<file path="config.mk">
export PLATFORM = sky130hd
export DESIGN_NAME = issue_queue
export DESIGN_NICKNAME = d
export VERILOG_FILES = /design/src/isa_pkg.sv /design/src/rs_pkg.sv /design/src/issue_queue.sv
export VERILOG_INCLUDE_DIRS = /design/src
export SDC_FILE = /design/constraint.sdc
export NUM_CORES = 1
export LEC_CHECK = 0
export BUFFER_PORTS_ARGS = -buffer_cell sky130_fd_sc_hd__buf_4
export CELL_PAD_IN_SITES_DETAIL_PLACEMENT = 1
export CELL_PAD_IN_SITES_GLOBAL_PLACEMENT = 1
export CORE_MARGIN = 2
export CORE_UTILIZATION = 51
export CTS_BUF_LIST = sky130_fd_sc_hd__clkbuf_8
export DETAILED_ROUTE_END_ITERATION = 10
export PLACE_DENSITY = 0.87
export SKIP_CTS_REPAIR_TIMING = 1
export SLEW_MARGIN = 20
export SYNTH_ARGS = -nofsm -noshare
export SYNTH_HDL_FRONTEND = slang
export SYNTH_SLANG_ARGS = --single-unit
</file>
<file path="constraint.sdc">
create_clock -name clk -period 7.1 [get_ports clk]
set_clock_uncertainty 0.1 [all_clocks]
set_input_delay 0.355 -clock clk [delete_from_list [all_inputs] [get_ports clk]]
set_output_delay 0.355 -clock clk [all_outputs]
set_load 0.01 [all_outputs]
</file>
<file path="src/rs_defs.svh">
/* scheduler sizing: queue count, queue depth, register file size and age rank width */
`ifndef RS_DEFS_SVH
`define RS_DEFS_SVH

// number of reservation-station issue queues
`define RS_NUM_QUEUES 4

// entries held by each queue
`define RS_NUM_ENTRIES 4

// architectural integer registers, r0 reads as always ready
`define RS_REG_NUM 32

// age rank per entry, 0 is the oldest in its queue
`define RS_AGE_WIDTH 2

`endif

</file>
<file path="src/isa_pkg.sv">
/* instruction-set package: alu opcodes and the two decode views of one
   32-bit instruction word (register-register and register-immediate) */
`default_nettype none

package isa_pkg;

    typedef logic [4:0]  reg_idx_t;  // architectural register index
    typedef logic [16:0] imm_t;      // i-form immediate field

    // bit 31 picks which view of the word applies
    typedef enum logic {
        FORM_R = 1'b0,
        FORM_I = 1'b1
    } insn_form_e;

    typedef enum logic [3:0] {
        ALU_ADD = 4'h0,
        ALU_SUB = 4'h1,
        ALU_AND = 4'h2,
        ALU_OR  = 4'h3,
        ALU_XOR = 4'h4,
        ALU_SLL = 4'h5,  // shift left
        ALU_SRL = 4'h6,  // logical shift right
        ALU_SLT = 4'h7   // set if less than, signed
    } alu_op_e;

    // r-form: dst = src1 op src2
    typedef struct packed {
        insn_form_e form;   // [31]
        alu_op_e    op;     // [30:27]
        reg_idx_t   dst;    // [26:22]
        reg_idx_t   src1;   // [21:17]
        reg_idx_t   src2;   // [16:12]
        logic [11:0] pad;   // unused, reads as don't care
    } insn_r_t;

    // i-form: dst = src1 op imm
    typedef struct packed {
        insn_form_e form;
        alu_op_e    op;
        reg_idx_t   dst;
        reg_idx_t   src1;
        imm_t       imm;    // [16:0]
    } insn_i_t;

    // form, op, dst and src1 sit at the same bits in both views
    typedef union packed {
        insn_r_t r;
        insn_i_t i;
    } insn_word_u;

endpackage

`default_nettype wire

</file>
<file path="src/rs_pkg.sv">
/* scheduler package: dispatch packet, issue packet and wakeup broadcast
   passed between dispatch, the issue queues and the arbiter */
`default_nettype none

package rs_pkg;

    // decoded instruction as written into a queue, with source readiness
    typedef struct packed {
        isa_pkg::alu_op_e  op;
        isa_pkg::reg_idx_t dst;
        isa_pkg::reg_idx_t src1;
        isa_pkg::reg_idx_t src2;  // r0 for i-form
        isa_pkg::imm_t     imm;   // zero for r-form
        logic              rdy1;  // src1 ready at dispatch
        logic              rdy2;  // src2 ready at dispatch
    } disp_pkt_t;

    // what leaves toward the execute port
    typedef struct packed {
        isa_pkg::alu_op_e  op;
        isa_pkg::reg_idx_t dst;
        isa_pkg::reg_idx_t src1;
        isa_pkg::reg_idx_t src2;
        isa_pkg::imm_t     imm;
    } issue_pkt_t;

    // dst of the instruction granted this cycle, never r0
    typedef struct packed {
        logic              valid;
        isa_pkg::reg_idx_t dst;
    } wakeup_t;

    // drop the ready bits, queue tracks readiness on its own
    function automatic issue_pkt_t to_issue(input disp_pkt_t d);
        issue_pkt_t p;
        p.op   = d.op;
        p.dst  = d.dst;
        p.src1 = d.src1;
        p.src2 = d.src2;
        p.imm  = d.imm;
        return p;
    endfunction

endpackage

`default_nettype wire

</file>
<file path="src/issue_queue.sv">
/* reservation-station issue queue: holds entries with age rank and source
   ready bits, snoops wakeups and offers its oldest fully ready entry */
`default_nettype none
`include "rs_defs.svh"

module issue_queue (
    input  wire logic              clk,
    input  wire logic              reset,
    input  wire logic              load,       // from dispatch, only while not full
    input  wire rs_pkg::disp_pkt_t entry_in,
    input  wire rs_pkg::wakeup_t   wakeup,
    input  wire logic              grant,      // from arbiter
    output logic                   full,
    output logic                   offer_valid,
    output rs_pkg::issue_pkt_t     offer_pkt
);
    import rs_pkg::*;

    localparam int NE = `RS_NUM_ENTRIES;
    localparam int AW = `RS_AGE_WIDTH;
    localparam int IW = (NE > 1) ? $clog2(NE) : 1;

    // per-entry control state
    logic [NE-1:0] valid;
    logic [NE-1:0] rdy1;
    logic [NE-1:0] rdy2;
    logic [AW-1:0] age [NE];  // 0 is oldest

    issue_pkt_t payload [NE];  // instruction fields, written on load

    logic [NE-1:0] ready;     // valid and both sources ready
    logic [AW:0]   count;     // 0..NE
    logic [IW-1:0] best_idx;  // oldest ready entry
    logic [AW-1:0] best_age;
    logic [IW-1:0] free_idx;  // slot for the next load
    logic [AW-1:0] new_age;
    logic          take;      // entry leaves this edge

    always_comb begin
        for (int i = 0; i < NE; i++)
            ready[i] = valid[i] && rdy1[i] && rdy2[i];
    end

    always_comb begin
        count = '0;
        for (int i = 0; i < NE; i++)
            count = count + (AW+1)'(valid[i]);
    end

    assign full = (count == (AW+1)'(NE));

    // lowest rank among ready entries, ranks are unique within the queue
    always_comb begin : pick_oldest
        logic found;
        found    = 1'b0;
        best_idx = '0;
        best_age = '0;
        for (int i = 0; i < NE; i++) begin
            if (ready[i] && (!found || (age[i] < best_age))) begin
                found    = 1'b1;
                best_idx = IW'(i);
                best_age = age[i];
            end
        end
        offer_valid = found;
    end

    assign offer_pkt = payload[best_idx];
    assign take      = offer_valid && grant;

    // first empty slot, only meaningful while not full
    always_comb begin : pick_free
        logic found;
        found    = 1'b0;
        free_idx = '0;
        for (int i = 0; i < NE; i++) begin
            if (!found && !valid[i]) begin
                found    = 1'b1;
                free_idx = IW'(i);
            end
        end
    end

    // newcomer is the youngest, one place earlier if an older entry leaves now
    assign new_age = AW'(count - (AW+1)'(take));

    always_ff @(posedge clk) begin
        if (reset) begin
            valid <= '0;
            rdy1  <= '0;
            rdy2  <= '0;
            for (int i = 0; i < NE; i++)
                age[i] <= '0;
        end else begin
            // wakeup snoop, each source matched on its own
            for (int i = 0; i < NE; i++) begin
                if (valid[i] && wakeup.valid && (payload[i].src1 == wakeup.dst))
                    rdy1[i] <= 1'b1;
                if (valid[i] && wakeup.valid && (payload[i].src2 == wakeup.dst))
                    rdy2[i] <= 1'b1;
            end
            if (take) begin
                valid[best_idx] <= 1'b0;
                for (int i = 0; i < NE; i++) begin
                    if (valid[i] && (age[i] > best_age))
                        age[i] <= age[i] - 1'b1;  // younger ones move up
                end
            end
            // load last, free slot is never the granted one
            if (load) begin
                valid[free_idx] <= 1'b1;
                age[free_idx]   <= new_age;
                rdy1[free_idx]  <= entry_in.rdy1;  // dispatch already bypassed this wakeup
                rdy2[free_idx]  <= entry_in.rdy2;
            end
        end
    end

    always_ff @(posedge clk) begin
        if (load)
            payload[free_idx] <= to_issue(entry_in);
    end

endmodule

`default_nettype wire

</file>
==> out/results.txt <==
Clock power share - 0.336
Post-synth EDFFs - 152
Worst Hold Class - in2reg
Cell Count, Final, Fillers Out - 802
Max-slew headroom - 0.418
Switching Share - 0.224
Worst slew pin tran - 0.871 ns
Pre-antenna DRT Iters - 6
Pwr Density - 217 nW/um^2
Logic pwr share - 0.099
Worst Path Arrival - 5.94 ns
Total negative slack - 0 ns
VDD IR max - 0.157 mV
Worst-Skew Late Latency - 0.44 ns
Post-route ant nets - 0
Syn-to-layout area delta - 19.4%
Reg-to-reg endpoint - age[1][0]
Fmax - 170 MHz
Initial Util - 0.523
Final setup violation count - 0
Synth Register Bits - 164
Synth Net Count - 559
Total power - 1.97 mW
R2R Setup Slk - 1.22 ns
Worst hold path depth - 1
# rows - 44
H-tree depth - 4
Root Driver - clkbuf_8
Final nets - 672
Slew Viols, Final - 0
Reg2Reg Launch Point - valid[0]
Crit path kind - reg2reg
DRC Markers - 0
P_int - 1.53 mW
Synthesized area - 7600 um^2
Die ar. - 15900 um^2
Core Area - 14500 um^2
Vias in the first global route - 5054
Max Root-Sink Buffers - 2
I/O Buffers - 85
Overflow after GRT - 0
WP data required - 7.16 ns
GP Congestion - 0.862
Min-Delay Endpoint - payload[1][23]
CTS tree - yes
Worst setup SP type - register
Chip Height - 126 um
Num CTS Buffers - 17
Largest net degree at the start of global routing - 40
Asr flop ratio synth - 0
Antenna violations before repair - 0
Clock-pin slew of the registers on the worst-case setup and hold paths - 0.08 ns
Final hold viol count - 0
Cell total after placement - 745
Crit-path max FO - 12
Avg Cell Area, Syn - 15.4 um^2
Ratio of cells with drive above 1 in the final layout - 0.372
Warnings from Yosys - 0
Status - completed
Leakage power - 3.38 nW
Sw Pwr - 442 uW
DR vias - 4601
Boundary Pins - 86
Primary FF master, synth - edfxtp_1
Crit. End Element - register
First-pass GRT wire length - 27900 um
Minimum clock period - 5.88 ns
Vias per cell - 5.74
Die Width - 126 um
HPWL Detailed - 11800 um
Mapped Cells - 494
Final period utilization - 0.829
Max_cap viols - 0
Gr usage total - 0.232
N_diodes - 0
Sequential-to-total area share from yosys stat - 0.632
Routed wire length - 18600 um
Average wire per standard cell - 23.1 um
Synth cell types - 48
CTS Sinks - 164
Iteration-0 DRC count of the detailed router - 294
Seq pwr share - 0.565
FF-to-FF path depth - 20
RSZ-0062 raised after global routing - no
Min-delay src - entry_in[25]
[final cells by class]
class | instances | area, um^2
clock inverters | 13 | 146
well taps | 184 | 230
flip-flops and latches | 164 | 4800
clock buffers | 17 | 234
inverters | 17 | 63.8
fillers | 1338 | 5460
multi-input cells | 288 | 2630
repair buffers | 119 | 961
[layer usage]
layer  share of wire  GRT usage  wire [um]  vias to the layer above
met2            0.54      0.404      10000                      141
met4           0.016     0.0924        288                        0
met3           0.046     0.0489        845                       24
li1                -          -          -                     2100
met5               0          0          0                        -
met1            0.40      0.282       7430                     2336
[sequential cells by signal, indices dropped and copies added, names as in the netlist]
register / count
valid: 4
rdy1: 4
payload: 144
age: 8
rdy2: 4
[cells in the mapped netlist, types with 2 or more instances]
cell / instances / area [um^2]
clkbuf_1: 12 / 45.0
a31oi_1: 4 / 25.0
nand2_1: 7 / 26.3
mux2_4: 10 / 150
o2111ai_1: 2 / 17.5
buf_2: 8 / 40.0
xor2_1: 34 / 298
or3_1: 3 / 18.8
dfxtp_1: 12 / 240
xnor2_1: 11 / 96.3
or2_2: 2 / 12.5
buf_6: 2 / 22.5
mux2_2: 93 / 1050
a41oi_1: 9 / 78.8
buf_1: 2 / 7.51
o21ai_2: 2 / 17.5
ha_1: 16 / 200
o21ai_0: 6 / 30.0
inv_1: 17 / 63.8
nor2_1: 21 / 78.8
nor2b_1: 3 / 18.8
nor4_1: 8 / 50.1
and2_1: 3 / 18.8
a211oi_1: 6 / 45.0
a21oi_1: 7 / 35.0
mux2_1: 6 / 67.6
edfxtp_1: 152 / 4560
nor3_1: 2 / 10.0
nand4_1: 2 / 12.5
nand3_1: 7 / 35.0
o22a_1: 5 / 43.8
nand2b_1: 2 / 12.5
mux2i_1: 3 / 30.0
[how the worst max path moves through the flow]
stage / end / from / depth (start not counted)
after global routing: age[1][0] / valid[0] / 20
final: age[1][0] / valid[0] / 20
after floorplan: age[1][0] / valid[0] / 24
after detailed placement: age[1][0] / valid[0] / 20
after CTS: age[1][0] / valid[0] / 20
after global placement: age[1][0] / valid[0] / 20
[cell usage in the layout (no fill, tap or decap), types with 7 or more instances in the layout]
cell and instances:
nor4_1 8, mux2_2 93, nand2_1 7, dlygate4sd3_1 27
edfxtp_1 152, dfxtp_1 12, clkbuf_8 17, inv_1 20
a41oi_1 9, xnor2_1 11, xor2_1 34, ha_1 16
buf_4 92, nand3_1 7, nor2_1 21, mux2_4 10
[cells by family after synthesis]
group | share of synthesized area
buf+inv | 0.0245
simple gates | 0.0430
flops | 0.632
xor+xnor | 0.0519
fa+ha+maj | 0.0290
mux | 0.170
compound gates | 0.0489
[critical path: stages (launching register included)]
cell	delay, ns
dfxtp_1	0.57
nand4_1	0.20
ha_1	0.33
a21oi_1	0.24
o21ai_4	0.08
mux2i_1	0.22
inv_1	0.07
ha_1	0.27
or2_2	0.27
a21oi_1	0.33
a21oi_4	0.06
mux2i_1	0.15
ha_1	0.23
or3_1	0.39
o22a_2	0.38
mux2_2	0.37
ha_1	0.34
a21oi_1	0.11
a2111oi_0	0.51
and2_1	0.24
or3_1	0.15
[stage by stage]
| step | utilization | worst slack, ns | cell area [um^2] | hold WS, ns |
|---|---|---|---|---|
| after global placement | 0.579 | 1.78 | 8420 | 0.433 |
| after detailed placement | 0.579 | 1.22 | 8420 | 0.459 |
| after CTS | 0.606 | 1.21 | 8800 | -0.0261 |
| after floorplan | - | 1.48 | 7600 | 0.354 |
| final | 0.624 | 1.22 | 9070 | 0.0161 |
| after global routing | 0.624 | 0.908 | 9070 | -0.00146 |
[power by group through the flow]
stage	Clock (mW)	Sequential [mW]	Combinational (mW)
after global placement	0	1.13	0.170
after global routing	0.706	1.11	0.211
after CTS	0.673	1.11	0.182
final	0.662	1.11	0.195
after detailed placement	0	1.13	0.180
after floorplan	0	1.13	0.0985
(Power assumes the default switching activity.)
